==> config.mk <==
export PLATFORM = sky130hd
export DESIGN_NAME = muldiv_unit
export DESIGN_NICKNAME = d
export VERILOG_FILES = /design/src/hdl/muldiv_pkg.sv /design/src/hdl/muldiv_decode.sv /design/src/hdl/muldiv_mul_step.sv /design/src/hdl/muldiv_div_step.sv /design/src/hdl/muldiv_ctrl.sv /design/src/hdl/muldiv_unit.sv
export SDC_FILE = /design/constraint.sdc
export NUM_CORES = 1
export LEC_CHECK = 0
export ABC_AREA = 1
export BUFFER_PORTS_ARGS = -buffer_cell sky130_fd_sc_hd__buf_4
export CORE_ASPECT_RATIO = 1.5
export CORE_MARGIN = 8
export CORE_UTILIZATION = 45
export DETAILED_ROUTE_END_ITERATION = 6
export GPL_TIMING_DRIVEN = 0
export PLACE_DENSITY = 0.66
export SLEW_MARGIN = 20
export SYNTH_ARGS = -nofsm -noshare
export SYNTH_HDL_FRONTEND = slang
export SYNTH_HIERARCHICAL = 1
export SYNTH_SLANG_ARGS = --single-unit
export TNS_END_PERCENT = 30
==> constraint.sdc <==
create_clock -name clock -period 7.4 [get_ports clock]
set_clock_uncertainty 0.2 [all_clocks]
set_input_delay 1.48 -clock clock [delete_from_list [all_inputs] [get_ports clock]]
set_output_delay 1.48 -clock clock [all_outputs]
set_load 0.02 [all_outputs]
==> src/hdl/muldiv_pkg.sv <==
// Multiply/divide shared types
`default_nettype none

package muldiv_pkg;

  // --------------------
  // Widths
  // --------------------
  localparam int xlen  = 32;  // Operand and result width
  localparam int tag_w = 5;   // Request tag width
  localparam int fn_w  = 4;   // Function code width

  // Iteration counts
  localparam int mul_steps = 4;   // Eight multiplier bits per step
  localparam int div_steps = 33;  // Counter runs 0 to 32, first step only probes for zero

  // --------------------
  // Function codes
  // --------------------
  typedef enum logic [fn_w-1:0] {
    fn_mul    = 4'd0,
    fn_mulh   = 4'd1,
    fn_mulhsu = 4'd2,
    fn_mulhu  = 4'd3,
    fn_div    = 4'd4,
    fn_divu   = 4'd5,
    fn_rem    = 4'd6,
    fn_remu   = 4'd7
  } fn_t;

  // --------------------
  // Payloads
  // --------------------
  typedef struct packed {
    fn_t              fn;   // Operation
    logic [xlen-1:0]  in1;  // rs1 value, multiplier or dividend
    logic [xlen-1:0]  in2;  // rs2 value, multiplicand or divisor
    logic [tag_w-1:0] tag;  // Returned with the result
  } muldiv_req_t;

  typedef struct packed {
    logic [xlen-1:0]  data;
    logic [tag_w-1:0] tag;
  } muldiv_resp_t;

  // Decoded operation, built from fn and operand signs
  typedef struct packed {
    logic is_mul;      // Multiply, else divide
    logic is_hi;       // High product half, or remainder
    logic lhs_signed;
    logic rhs_signed;
    logic lhs_neg;     // Sign of in1 when read as signed
    logic rhs_neg;     // Sign of in2 when read as signed
  } op_decode_t;

endpackage

`default_nettype wire

==> src/hdl/muldiv_decode.sv <==
// Function code decoder
`timescale 1ns/100ps
`default_nettype none

module muldiv_decode (
  input  muldiv_pkg::muldiv_req_t req,
  output muldiv_pkg::op_decode_t  dec
);

  logic [muldiv_pkg::fn_w-1:0] fn;  // Raw code bits for the mask terms
  logic is_mul;
  logic is_hi;
  logic lhs_signed;
  logic rhs_signed;

  assign fn = req.fn;

  // --------------------
  // Mask decode
  // --------------------
  // Bit 2 clear selects the multiplier
  assign is_mul = (fn & 4'h4) == 4'h0;

  // MULH, MULHSU, MULHU, REM, REMU
  assign is_hi = ((fn & 4'h5) == 4'h1) | ((fn & 4'h2) == 4'h2);

  // Signed rs1 for MUL, MULH, MULHSU, DIV, REM
  assign lhs_signed = ((fn & 4'h6) == 4'h0) | ((fn & 4'h1) == 4'h0);

  // Signed rs2 for MUL, MULH, DIV, REM
  assign rhs_signed = ((fn & 4'h6) == 4'h0) | ((fn & 4'h5) == 4'h4);

  // --------------------
  // Output
  // --------------------
  always_comb begin
    dec            = '0;
    dec.is_mul     = is_mul;
    dec.is_hi      = is_hi;
    dec.lhs_signed = lhs_signed;
    dec.rhs_signed = rhs_signed;
    dec.lhs_neg    = lhs_signed & req.in1[muldiv_pkg::xlen-1];  // Sign only counts if signed
    dec.rhs_neg    = rhs_signed & req.in2[muldiv_pkg::xlen-1];
  end

endmodule

`default_nettype wire

==> src/hdl/muldiv_mul_step.sv <==
// Radix-256 multiply step
`timescale 1ns/100ps
`default_nettype none

module muldiv_mul_step (
  input  logic [2*muldiv_pkg::xlen+1:0] work,          // {accum, byte sign, multiplier}
  input  logic [muldiv_pkg::xlen:0]     multiplicand,  // Sign-extended rs2
  output logic [2*muldiv_pkg::xlen+1:0] work_next
);

  logic        [muldiv_pkg::xlen:0]   accum;      // Upper 33 bits of running product
  logic        [muldiv_pkg::xlen-1:0] mplier;     // Remaining multiplier, low product bits
  logic signed [8:0]                  mbyte;      // Low multiplier byte plus sign bit
  logic signed [muldiv_pkg::xlen+9:0] product;    // 9 x 33 partial product
  logic signed [muldiv_pkg::xlen+9:0] accum_ext;
  logic signed [muldiv_pkg::xlen+9:0] sum;

  // --------------------
  // Unpack working register
  // --------------------
  assign accum  = work[2*muldiv_pkg::xlen+1:muldiv_pkg::xlen+1];
  assign mplier = work[muldiv_pkg::xlen-1:0];

  // Bit 32 is set by the controller only on the last byte of a signed multiplier
  assign mbyte = {work[muldiv_pkg::xlen], mplier[7:0]};

  // --------------------
  // Multiply and accumulate
  // --------------------
  assign product   = mbyte * $signed(multiplicand);
  assign accum_ext = {{9{accum[muldiv_pkg::xlen]}}, accum};  // Sign extend to 42 bits
  assign sum       = product + accum_ext;

  // Low sum byte drops into product bits, multiplier moves down a byte
  assign work_next = {
    sum[muldiv_pkg::xlen+8:8],          // New accumulator
    1'b0,                               // Byte sign, re-driven by controller
    sum[7:0],                           // Finished product byte
    mplier[muldiv_pkg::xlen-1:8]        // Next multiplier bytes
  };

endmodule

`default_nettype wire

==> src/hdl/muldiv_div_step.sv <==
// Restoring divide step
`timescale 1ns/100ps
`default_nettype none

module muldiv_div_step (
  input  logic [2*muldiv_pkg::xlen+1:0] work,     // {0, partial remainder, dividend/quotient}
  input  logic [muldiv_pkg::xlen:0]     divisor,  // 33-bit, non-negative while dividing
  output logic [2*muldiv_pkg::xlen+1:0] work_next,
  output logic [muldiv_pkg::xlen:0]     diff,     // Trial subtract result
  output logic                          below     // Trial difference went negative
);

  logic [muldiv_pkg::xlen-1:0] rem_keep;  // Remainder after restore decision

  // --------------------
  // Trial subtract
  // --------------------
  assign diff  = work[2*muldiv_pkg::xlen:muldiv_pkg::xlen] - divisor;
  assign below = diff[muldiv_pkg::xlen];  // Sign of the 33-bit difference

  // Restore on negative, otherwise take the difference
  assign rem_keep = below ? work[2*muldiv_pkg::xlen-1:muldiv_pkg::xlen]
                          : diff[muldiv_pkg::xlen-1:0];

  // --------------------
  // Shift
  // --------------------
  // Quotient bit enters at the bottom as the dividend shifts up
  assign work_next = {
    1'b0,
    rem_keep,
    work[muldiv_pkg::xlen-1:0],
    ~below                                // Quotient bit
  };

endmodule

`default_nettype wire

==> src/hdl/muldiv_ctrl.sv <==
// Multiply/divide sequencer
`timescale 1ns/100ps
`default_nettype none

module muldiv_ctrl (
  input  logic                          clock,
  input  logic                          reset,
  input  logic                          req_valid,
  output logic                          req_ready,
  input  muldiv_pkg::muldiv_req_t       req,
  input  muldiv_pkg::op_decode_t        dec,
  input  logic                          kill,
  output logic                          resp_valid,
  input  logic                          resp_ready,
  output muldiv_pkg::muldiv_resp_t      resp,
  output logic [2*muldiv_pkg::xlen+1:0] work,
  output logic [muldiv_pkg::xlen:0]     divisor,
  input  logic [2*muldiv_pkg::xlen+1:0] mul_next,
  input  logic [2*muldiv_pkg::xlen+1:0] div_next,
  input  logic [muldiv_pkg::xlen:0]     div_diff,
  input  logic                          div_below
);

  typedef enum logic [2:0] {
    st_idle,
    st_prep,      // Take magnitudes of signed operands
    st_mul,
    st_div,
    st_neg,       // Two's complement the result
    st_resp_mul,
    st_resp_div
  } state_t;

  state_t                         state;
  logic [muldiv_pkg::tag_w-1:0]   tag_q;
  logic [5:0]                     count;      // Step counter, 0 to 32
  logic                           neg_q;      // Result needs negation
  logic                           hi_q;       // High half or remainder wanted
  logic [2*muldiv_pkg::xlen+1:0]  work_q;
  logic [muldiv_pkg::xlen:0]      divisor_q;
  logic [muldiv_pkg::xlen-1:0]    result;
  logic [muldiv_pkg::xlen-1:0]    neg_result;
  logic                           req_fire;
  logic                           resp_fire;
  logic                           last_sign;  // Sign bit for last multiplier byte

  // --------------------
  // Handshake
  // --------------------
  assign req_ready  = state == st_idle;
  assign resp_valid = (state == st_resp_mul) | (state == st_resp_div);
  assign req_fire   = req_valid & req_ready;
  assign resp_fire  = resp_valid & resp_ready;

  // --------------------
  // Result select
  // --------------------
  assign result     = hi_q ? work_q[2*muldiv_pkg::xlen:muldiv_pkg::xlen+1]
                           : work_q[muldiv_pkg::xlen-1:0];
  assign neg_result = ~result + 1'b1;

  assign resp.data = result;
  assign resp.tag  = tag_q;

  // Multiplier sign rides in bit 32, only on the final byte
  assign last_sign = neg_q & (count == muldiv_pkg::mul_steps - 1);
  assign work      = (state == st_mul)
                   ? {work_q[2*muldiv_pkg::xlen+1:muldiv_pkg::xlen+1], last_sign,
                      work_q[muldiv_pkg::xlen-1:0]}
                   : work_q;
  assign divisor   = divisor_q;

  // --------------------
  // Sequencer
  // --------------------
  always_ff @(posedge clock) begin
    if (reset) begin
      state  <= st_idle;
      tag_q  <= '0;
      count  <= '0;
      neg_q  <= 1'b0;
      hi_q   <= 1'b0;
      work_q <= '0;
    end else if (kill) begin
      state <= st_idle;  // Drop the operation, no response
    end else begin
      case (state)
        st_idle: begin
          if (req_fire) begin
            tag_q  <= req.tag;
            count  <= '0;
            hi_q   <= dec.is_hi;
            work_q <= {{(muldiv_pkg::xlen+2){1'b0}}, req.in1};
            // Remainder follows the dividend, quotient the sign product
            neg_q  <= dec.is_hi ? dec.lhs_neg : (dec.lhs_neg ^ dec.rhs_neg);
            if (dec.is_mul)
              state <= st_mul;
            else if (dec.lhs_neg | dec.rhs_neg)
              state <= st_prep;
            else
              state <= st_div;
          end
        end
        st_prep: begin
          if (work_q[muldiv_pkg::xlen-1])  // Negative dividend
            work_q <= {{(muldiv_pkg::xlen+2){1'b0}}, ~work_q[muldiv_pkg::xlen-1:0] + 1'b1};
          state <= st_div;
        end
        st_mul: begin
          work_q <= mul_next;
          count  <= count + 1'b1;
          if (count == muldiv_pkg::mul_steps - 1)
            state <= st_resp_mul;
        end
        st_div: begin
          work_q <= div_next;
          count  <= count + 1'b1;
          // First step subtracts from zero, so no borrow means divisor is zero
          if (count == 0 && !div_below && !hi_q)
            neg_q <= 1'b0;  // Quotient stays all ones
          if (count == muldiv_pkg::div_steps - 1)
            state <= neg_q ? st_neg : st_resp_div;
        end
        st_neg: begin
          if (hi_q)
            work_q[2*muldiv_pkg::xlen:muldiv_pkg::xlen+1] <= neg_result;
          else
            work_q[muldiv_pkg::xlen-1:0] <= neg_result;
          state <= st_resp_div;
        end
        st_resp_mul, st_resp_div: begin
          if (resp_fire)
            state <= st_idle;
        end
        default: state <= st_idle;
      endcase
    end
  end

  // Divisor load, then magnitude in prep
  always_ff @(posedge clock) begin
    if (req_fire)
      divisor_q <= {dec.rhs_neg, req.in2};
    else if (state == st_prep && divisor_q[muldiv_pkg::xlen])
      divisor_q <= div_diff;  // Zero minus divisor
  end

endmodule

`default_nettype wire

==> src/hdl/muldiv_unit.sv <==
// Multiply/divide unit top
`timescale 1ns/100ps
`default_nettype none

module muldiv_unit (
  input  logic                     clock,
  input  logic                     reset,
  input  logic                     req_valid,
  output logic                     req_ready,
  input  muldiv_pkg::muldiv_req_t  req,
  input  logic                     kill,
  output logic                     resp_valid,
  input  logic                     resp_ready,
  output muldiv_pkg::muldiv_resp_t resp
);

  // --------------------
  // Internal wiring
  // --------------------
  muldiv_pkg::op_decode_t        dec;
  logic [2*muldiv_pkg::xlen+1:0] work;       // Controller working register
  logic [muldiv_pkg::xlen:0]     divisor;    // Also the multiplicand
  logic [2*muldiv_pkg::xlen+1:0] mul_next;
  logic [2*muldiv_pkg::xlen+1:0] div_next;
  logic [muldiv_pkg::xlen:0]     div_diff;
  logic                          div_below;

  muldiv_decode muldiv_decode_i (
    .req (req),
    .dec (dec)
  );

  muldiv_ctrl muldiv_ctrl_i (
    .clock      (clock),
    .reset      (reset),
    .req_valid  (req_valid),
    .req_ready  (req_ready),
    .req        (req),
    .dec        (dec),
    .kill       (kill),
    .resp_valid (resp_valid),
    .resp_ready (resp_ready),
    .resp       (resp),
    .work       (work),
    .divisor    (divisor),
    .mul_next   (mul_next),
    .div_next   (div_next),
    .div_diff   (div_diff),
    .div_below  (div_below)
  );

  muldiv_mul_step muldiv_mul_step_i (
    .work         (work),
    .multiplicand (divisor),
    .work_next    (mul_next)
  );

  muldiv_div_step muldiv_div_step_i (
    .work      (work),
    .divisor   (divisor),
    .work_next (div_next),
    .diff      (div_diff),
    .below     (div_below)
  );

endmodule

`default_nettype wire

### After elaboration in Yosys (flattened, before gate mapping)

Index checks and enable logic that the tools add are counted.

| cells by class | value |
|---|---|
| shifts and indexed selects | 0 |
| bitwise logic cells | 15 |
| equal/unequal tests | 18 |
| $mul | 1 |
| reductions and logical operators | 26 |
| add/subtract/negate cells | 5 |
| magnitude comparators | 0 |
| divide/modulo/power cells | 0 |
| multiplexer cells | 27 |

Operators by type and width:

| cell | number |
|---|---|
| case mux 32 bit (5 select lines) | 2 |
| two-way mux 66 bit | 2 |
| two-way mux 32 bit | 4 |
| two-way mux 33 bit | 3 |
| adder 32 x 1 -> 32 bit, second input constant | 2 |
| inverter 32 bit | 2 |
| adder 41 x 33 -> 41 bit | 1 |
| multiplier 9 x 33 -> 41 bit | 1 |
| subtractor 33 bit | 1 |
| case mux 3 bit (6 select lines) | 1 |
| AND reduction 4 bit | 4 |
| two-way mux 3 bit | 5 |
| logical NOT 4 bit | 3 |
| case mux 6 bit (2 select lines) | 1 |
| != test 2 x 1 -> 1 bit, second input constant | 5 |
| AND reduction 5 bit | 2 |
| equality test 3 bit, second input constant | 3 |
| case mux 1 bit (4 select lines) | 2 |
| adder 6 x 1 -> 6 bit, second input constant | 1 |
| equality test 3 x 2 -> 1 bit, second input constant | 2 |
| equality test 6 x 2 -> 1 bit, second input constant | 1 |
| equality test 6 bit, second input constant | 1 |
| logical NOT 6 bit | 1 |
| two-way mux 6 bit | 1 |
| other kinds (19) | 41 |

| word-level totals | value |
|---|---|
| memory bits (writable) | 0 |
| input port bits | 78 |
| output and inout bits | 39 |
| memories | 0 |
| bits in read-only memories | 0 |
| word-level logic and storage cells | 102 |
| latch bits | 0 |
| register bits | 115 |

### Depth between registers and ports, before layout

Gate-level depths: netlist of the first run.

| depth | value |
|---|---|
| word-level depth | 9 |
| gate-level depth with buffers | 35 |
| mapped depth without buffers | 33 |

### By module

The synthesis of the first run kept the hierarchy.

By module, submodules not included:

| module | times used | seq. area each (µm²) | cells an instance | area an instance (µm²) |
|---|---|---|---|---|
| muldiv_mul_step | 1 | 0.0 | 1,802 | 12,618.4 |
| muldiv_ctrl | 1 | 2,632.5 | 1,453 | 8,954.8 |
| muldiv_div_step | 1 | 0.0 | 714 | 3,523.4 |
| muldiv_decode | 1 | 0.0 | 15 | 95.1 |

### Worst setup path after synthesis of the first run

OpenSTA, ideal clock, no wires.

| path | value |
|---|---|
| kind | register to register |
| start point | register muldiv_ctrl_i.state[1] |
| end point | register muldiv_ctrl_i/work_q[64] in the netlist's numbering |
| arrival time | 6.030 ns |
| setup time | 0.132 ns |
| path buffers | 3 |
| stages on the path, launching flop included | 32 |
| path slack | 1.038 ns |
| clock period less this slack | 6.362 ns |
| required time | 7.068 ns |
| cells stage by stage | dfxtp_1 > inv_1 > nor2_1 > nand2_1 > inv_1 > buf_2 > buf_1 > nand2_1 > o21ai_0 > inv_1 > clkbuf_1 > or2_2 > fa_1 > fa_1 > fa_1 > inv_1 > fa_1 > inv_1 > fa_1 > inv_1 > ha_1 > inv_2 > nor3_1 > nand2_1 > nor2_1 > nand3b_1 > nand4_1 > nand2_1 > a22oi_1 > nand2_1 > nand2_1 > a21oi_1 |

| between the ends | value |
|---|---|
| longest elaborated chain between the ends | 5 |
| elaborated cells on any way between the ends | 17 |
| classes of those cells | add/sub (2); mul (1); eq/ne (7); mux (3); bitwise (1); reduce/logical (3) |

RTL lines:

| element | line | text |
|---|---|---|
| start: declaration | muldiv_ctrl.sv:34 | `state_t state;` |
| start signal: assignment | muldiv_ctrl.sv:78 | `state <= st_idle;` |
| start signal: assignment | muldiv_ctrl.sv:85 | `state <= st_idle;` |
| start signal: assignment | muldiv_ctrl.sv:97 | `state <= st_mul;` |
| equality test 3 x 2 -> 1 bit | muldiv_ctrl.sv:67 | `assign work = (state == st_mul)` |
| two-way mux 33 bit | muldiv_ctrl.sv:68 | `? {work_q[2*muldiv_pkg::xlen+1:muldiv_pkg::xlen+1], last_sign,` |
| named net work, one bit | muldiv_unit.sv:21 | `logic [2*muldiv_pkg::xlen+1:0] work;` |
| multiplier 9 x 33 -> 41 bit | muldiv_mul_step.sv:30 | `assign product = mbyte * $signed(multiplicand);` |
| adder 41 x 33 -> 41 bit | muldiv_mul_step.sv:32 | `assign sum = product + accum_ext;` |
| named net mul_next, one bit | muldiv_unit.sv:23 | `logic [2*muldiv_pkg::xlen+1:0] mul_next;` |
| case mux 32 bit (5 select lines) | muldiv_ctrl.sv:87 | `case (state)` |
| end signal: assignment | muldiv_ctrl.sv:93 | `work_q <= {{(muldiv_pkg::xlen+2){1'b0}}, req.in1};` |
| end signal: assignment | muldiv_ctrl.sv:106 | `work_q <= {{(muldiv_pkg::xlen+2){1'b0}}, ~work_q[muldiv_pkg::xlen-1:0] + 1'b1};` |
| end signal: assignment | muldiv_ctrl.sv:110 | `work_q <= mul_next;` |
| end: declaration | muldiv_ctrl.sv:39 | `logic [2*muldiv_pkg::xlen+1:0] work_q;` |

The timed path passes the listed nets, and every way through them passes these cells.
A chain may end at the register's enable or synchronous reset.

### Worst setup path in the final report of the first run

| path | value |
|---|---|
| start point | register muldiv_ctrl_i/work_q[3] in the netlist's numbering |
| end point | register muldiv_ctrl_i/work_q[61] in the netlist's numbering |

| between the ends | value |
|---|---|
| elaborated cells on any way between the ends | 8 |
| classes of those cells | add/sub (2); mul (1); mux (4); bitwise (1) |

RTL lines:

| element | line |
|---|---|
| two-way mux 33 bit | muldiv_ctrl.sv:68 |
| named net work, one bit | muldiv_unit.sv:21 |
| multiplier 9 x 33 -> 41 bit | muldiv_mul_step.sv:30 |
| adder 41 x 33 -> 41 bit | muldiv_mul_step.sv:32 |
| named net mul_next, one bit | muldiv_unit.sv:23 |
| case mux 32 bit (5 select lines) | muldiv_ctrl.sv:87 |

The timed path passes the listed nets, and every way through them passes these cells. The select of a mux whose other input is x is not followed.

==> flow_summary_export.csv, run 1 <==
group,metric,value,unit
status,status,"finished clean",
die,fp.coreArea,0.0556,sq mm
drt,routed_via_density,5.20,
critical_path,max_stage_delay,0.78,ns
timing,fin_crit_sh,97.3,%
critical_path,critical-path-top-delay-family,"adder cells",
critical_path,critPathArrivalTime,7.31,ns
timing,fin_crit,7.20,ns
timing,slew_viol_final,0,
grt,grt_pass1_vias,25754,
clocking,cts_root_buf,"clkbuf_16",
pwr,p_comb_share,69.1,%
timing,setup_tns,0,ns
grt,grt_pass1_wl,158,mm
timing,setup_viol,0,
drt,wl,106,mm
drt,drt_pass1_iterations,5,
place,place_inst,4798,
die,start_util,45.3,%
pwr,p_clk_share,15.9,%
final_layout,drive_gt1_share,13.0,%
pwr,vdd.ir_drop.worst,222,uV
grt,grt_max_degree,22,
die,dieArea,0.0639,sq mm
drt,routedWlPerCell,22.0,um
timing,worst_slack,0.199,ns
final_layout,final_area,0.0276,sq mm
final_layout,fin_cells,4831,
clocking,cts_buffers,17,
pwr,power_density,194,mW/mm^2
pwr,intPower,2.35,mW
clocking,htreeDepth,4,
grt,grt.overflow.total,0,
drt,num_vias,25118,
clocking,cts_tree,"done",
place,placed_area,0.0269,sq mm
timing,max_freq,0.139,GHz
timing,rsz0062_at_grt,"no",
pwr,p_seq_share,15.1,%
pwr,swShare,56.1,%
final_layout,nets,4594,
die,rows,106,
drt,drt_iter0_drc,2094,
timing,max_slew.worst_pin.slew,1.13,ns
place,dp_hpwl,89.7,mm
clocking,clock_latency,0.47,ns
worst_hold_path,hold_class,"flip-flop to flip-flop",
pwr,p_switching,3.00,mW
pwr,p_leak,15.9,nW
critical_path,crit_required,7.50,ns
clocking,cts_resized,9,
critical_path,crit_top_cell,"nand2_1",
place,gp_congestion,1.01,
synthesis,mappedNetlistNets,4460,
die,io_pins,117,
final_layout,syn2layout_area_growth,9.69,%
die,die_w,209,um
clocking,cts.clk_slew.worst_paths,0.07,ns
place,pre_cts_ws,-0.890,ns
grt,antenna_found_initial,3,
die,fp.dieH,306,um
synthesis,synthCells,3980,
critical_path,start_kind,"flip-flop",
drt,remaining_drc_errors,0,
critical_path,critical_path_class,"flip-flop to flip-flop",
clocking,numClockSinks,115,
critical_path,critPathSlowestCell,"clkbuf_1",
timing,hold_violations,0,
critical_path,critPathCaptureType,"flip-flop",
final_layout,n_fill_cell,5963,
place,io_buffers,114,
drt,ant_nets,0,
clocking,clockBufferDepth,2,
clocking,hold_buffers,0,
flow_run,maxCapViolCount,0,
timing,relSlewSlack,24.6,%
synthesis,avgSynthCellArea,6.32,sq um
synthesis,yosysWarningCount,6,
grt,grt_usage,33.5,%
synthesis,synth_area,0.0252,sq mm
critical_path,cp_max_fo,10,
clocking,post_cts_buffers,0,
critical_path,cp.buffers_inverters,7,
-- routing by layer --
metal	GRT usage, %	vias up	wire length [um]
li1	-	12025	-
met1	35.5	11704	37600
met2	57.0	1024	49800
met3	5.22	363	6550
met4	30.6	2	12300
met5	0	-	14
-- cells in the final DEF, fill, tap and decap left out, types with 84 or more instances in the layout --
master / count
nand2_1: 1368
fa_1: 272
a21oi_1: 133
clkbuf_1: 84
buf_4: 248
ha_1: 130
inv_1: 810
nor2_1: 247
nand2_2: 86
nand3_1: 179
-- power groups by stage --
stage	clock, mW	sequential [mW]	combinational (mW)
6_report	0.848	0.805	3.69
5_1_grt	0.887	0.808	4.06
3_3_place_gp	0	0.819	3.60
3_5_place_dp	0	0.817	3.59
4_1_cts	0.859	0.803	3.64
2_1_floorplan	0	0.772	2.43
-- final cells by class --
| class | instances | area (sq um) | share of cell area [%] |
|---|---|---|---|
| plain buffers | 256 | 1590 | 5.76 |
| clock buffers | 17 | 425 | 1.54 |
| repair buffers | 116 | 895 | 3.24 |
| well taps | 702 | 878 | 3.18 |
| flip-flops and latches | 115 | 2630 | 9.54 |
| diodes | 2 | 5.00 | 0.0181 |
| multi-input cells | 2773 | 17900 | 64.8 |
| inverters | 835 | 3140 | 11.4 |
| clock inverters | 15 | 153 | 0.553 |
-- per-stage QoR --
stage	util (%)	hold WS, ns	total power [mW]
after CTS	49.5	0.270	5.31
after floorplan	-	0.244	3.20
after detailed placement	48.5	0.260	4.41
final	49.7	0.272	5.35
after global placement	48.4	0.261	4.42
after global routing	49.7	0.282	5.76
-- registers in the layout, indices dropped and copies added, names as in the netlist --
name	flops
muldiv_ctrl_i/work_q	66
muldiv_ctrl_i/divisor	33
muldiv_ctrl_i/hi_q	1
muldiv_ctrl_i/neg_q	1
muldiv_ctrl_i/tag_q	5
muldiv_ctrl_i/count	6
muldiv_ctrl_i/state	3
-- worst paths after layout --
path,cells past startpoint,end,startpoint,slack (ns)
hold / removal,2,muldiv_ctrl_i/work_q[32],muldiv_ctrl_i/work_q[32],0.27
hold reg to reg,2,muldiv_ctrl_i/work_q[32],muldiv_ctrl_i/work_q[32],0.27
setup / recovery,27,muldiv_ctrl_i/work_q[61],muldiv_ctrl_i/work_q[3],0.20
setup reg to reg,27,muldiv_ctrl_i/work_q[61],muldiv_ctrl_i/work_q[3],0.20
-- worst reg2reg max path: cells and delay by family, from the launching register on --
family	cells	cell delay [ns]
buf+inv	7	1.79
flops	1	0.38
compound gates	3	0.58
simple gates	11	1.15
fa+ha+maj	6	2.95
(Power assumes the default switching activity.)
==> inputs of run 2 (changes only) <==
Settings changed: PLACE_DENSITY 0.66 to 0.69.
Clock period 7.4 ns to 6.2 ns, I/O delays scaled along.
==> run 2 against run 1 <==
Against the previous run: the run now ends with negative setup slack left; via count grew 2.6%; highest routed layer unchanged; fmax grew 14%; clock power grew 19%; core utilization grew 3.3 points; non-clock buffer count grew 38; flip-flop and latch count is the same; first-iteration DRC count shrank 1.2%; largest power group unchanged; final cell count grew 0.77%.
==> flow_summary_export.csv, run 2 (synthesis results as in run 1) <==
group,metric,value,unit
final_layout,layout_commonest_cell,"nand2_1",
clocking,cts_tree,"done",
critical_path,critPathArrivalTime,6.40,ns
pwr,vdd.ir_drop.worst,231,uV
timing,hold_slack,0.276,ns
final_layout,drive_gt1_share,19.7,%
clocking,clock_latency,0.45,ns
clocking,cts.clk_slew.worst_paths,0.08,ns
drt,routedWlPerCell,22.0,um
grt,grt_usage,33.4,%
drt,drt_pass1_iterations,5,
die,die_w,209,um
worst_hold_path,hold_class,"flip-flop to flip-flop",
clocking,cts_root_buf,"clkbuf_16",
timing,worst_slack,-0.125,ns
critical_path,crit_required,6.28,ns
critical_path,endpoint,"muldiv_ctrl_i/work_q[63]",
final_layout,mostFrequentLayoutCells,"nand2_1 (1,304), inv_1 (791), buf_4 (282)",
drt,wl,107,mm
critical_path,rr_endpoint,"muldiv_ctrl_i/work_q[63]",
critical_path,critPathCaptureType,"flip-flop",
final_layout,syn2layout_area_growth,16.9,%
status,violations,"negative setup slack",
pwr,p_switching,3.96,mW
grt,antenna_found_initial,1,
flow_run,maxCapViolCount,0,
timing,setup_viol,16,
clocking,clockBufferDepth,2,
worst_hold_path,min_path_cells,1,
timing,hold_violations,0,
pwr,p_comb_share,72.5,%
timing,max_freq,0.158,GHz
die,fp.dieH,306,um
pwr,swShare,55.0,%
grt,grt_max_degree,25,
pwr,p_clk_share,14.1,%
clocking,htreeDepth,4,
grt,grt_pass1_vias,26171,
pwr,p_leak,16.4,nW
die,fp.coreArea,0.0556,sq mm
critical_path,cp_max_fo,4,
die,io_pins,117,
critical_path,max_stage_delay,0.59,ns
critical_path,rr_worst_depth,36,
final_layout,top_register,"muldiv_ctrl_i/work_q",
critical_path,start_kind,"flip-flop",
drt,remaining_drc_errors,0,
timing,relSlewSlack,24.1,%
pwr,power,7.20,mW
status,status,"finished, violations left",
timing,max_slew.worst_pin.slew,1.14,ns
die,rows,106,
critical_path,crit_top_cell,"nand2_1",
drt,drt_iter0_drc,2068,
critical_path,ff2ff_setup_slack,-0.13,ns
pwr,power_density,245,mW/mm^2
place,io_buffers,114,
timing,rsz0062_at_grt,"yes",
final_layout,largest_register_ffs,66,
grt,grt.overflow.total,0,
drt,ant_nets,0,
worst_hold_path,hold_start,"muldiv_ctrl_i/count[0]",
clocking,hold_buffers,0,
final_layout,nets,4632,
timing,fin_crit,6.33,ns
critical_path,critPathSlowestCell,"fa_2",
critical_path,cp-startpoint,"muldiv_ctrl_i/state[2]",
clocking,numClockSinks,115,
place,gp_congestion,1.05,
pwr,p_seq_share,13.4,%
grt,grt_pass1_wl,158,mm
clocking,cts_buffers,17,
pwr,intPower,3.23,mW
timing,fin_crit_sh,102,%
critical_path,r2r-start,"muldiv_ctrl_i/state[2]",
drt,num_vias,25763,
timing,slew_viol_final,0,
place,dp_hpwl,87.5,mm
critical_path,critical_path_class,"flip-flop to flip-flop",
drt,routed_via_density,5.29,
die,start_util,45.3,%
die,dieArea,0.0639,sq mm
run 2: timing repair:
| item | 4_1_cts | 5_1_grt |
|---|---|---|
| setup endpoints to repair | 35 | 34 |
| gates cloned | 2 | 0 |
| setup buffers | 27 | 17 |
| pin swaps | 56 | 87 |
| resized for setup | 231 | 160 |
run 2: layout make-up:
type,instances,area (sq um)
Fill cell,5593,26200
Multi-Input combinational cell,2773,19200
Inverter,835,3160
Sequential cell,115,2650
Buffer,249,1630
Timing Repair Buffer,161,1320
Tap cell,702,878
Clock buffer,17,425
Clock inverter,15,158
Antenna cell,1,2.50
run 2: worst min path at each step:
| stage | end |
|---|---|
| CTS | muldiv_ctrl_i/work_q[32] |
| finish | muldiv_ctrl_i/count[0] |
| global route | muldiv_ctrl_i/work_q[32] |
| detailed placement | muldiv_ctrl_i/work_q[32] |
| global placement | muldiv_ctrl_i/work_q[32] |
| floorplan | muldiv_ctrl_i/work_q[32] |
run 2: worst max-delay path: cells and delay by family, from the launching register on:
family                   cells  cell delay, ns
AO/OA/AOI/OAI                3            0.41
adder cells (fa/ha/maj)      6            2.70
AND/OR/NAND/NOR             17            1.51
flip-flops                   1            0.36
buffers and inverters       10            0.95
run 2: per-layer routing:
| metal | GRT usage (%) | vias up | routed length [um] |
|---|---|---|---|
| li1 | - | 12102 | - |
| met1 | 34.1 | 12084 | 36300 |
| met2 | 55.9 | 1137 | 50400 |
| met3 | 6.12 | 438 | 7140 |
| met4 | 33.8 | 2 | 13100 |
| met5 | 0 | - | 12 |
run 2: power by group through the flow:
stage	Combinational (mW)	Clock (mW)	Sequential, mW
floorplan	2.90	0	0.922
global placement	4.23	0	0.980
detailed placement	4.24	0	0.978
CTS	4.90	1.03	0.962
global route	5.66	1.05	0.970
finish	5.22	1.01	0.967
run 2: metrics by stage:
stage	cells	area [sq um]	worst slack, ns	TNS (ns)	util [%]
2_1_floorplan	3980	25200	0.0592	0	-
3_3_place_gp	4796	26900	-2.24	-64.63	48.4
3_5_place_dp	4797	26900	-2.35	-66.51	48.5
4_1_cts	4852	28800	-0.277	-4.16	51.8
5_1_grt	4867	29400	-0.349	-5.80	52.9
6_report	4868	29400	-0.125	-0.740	52.9
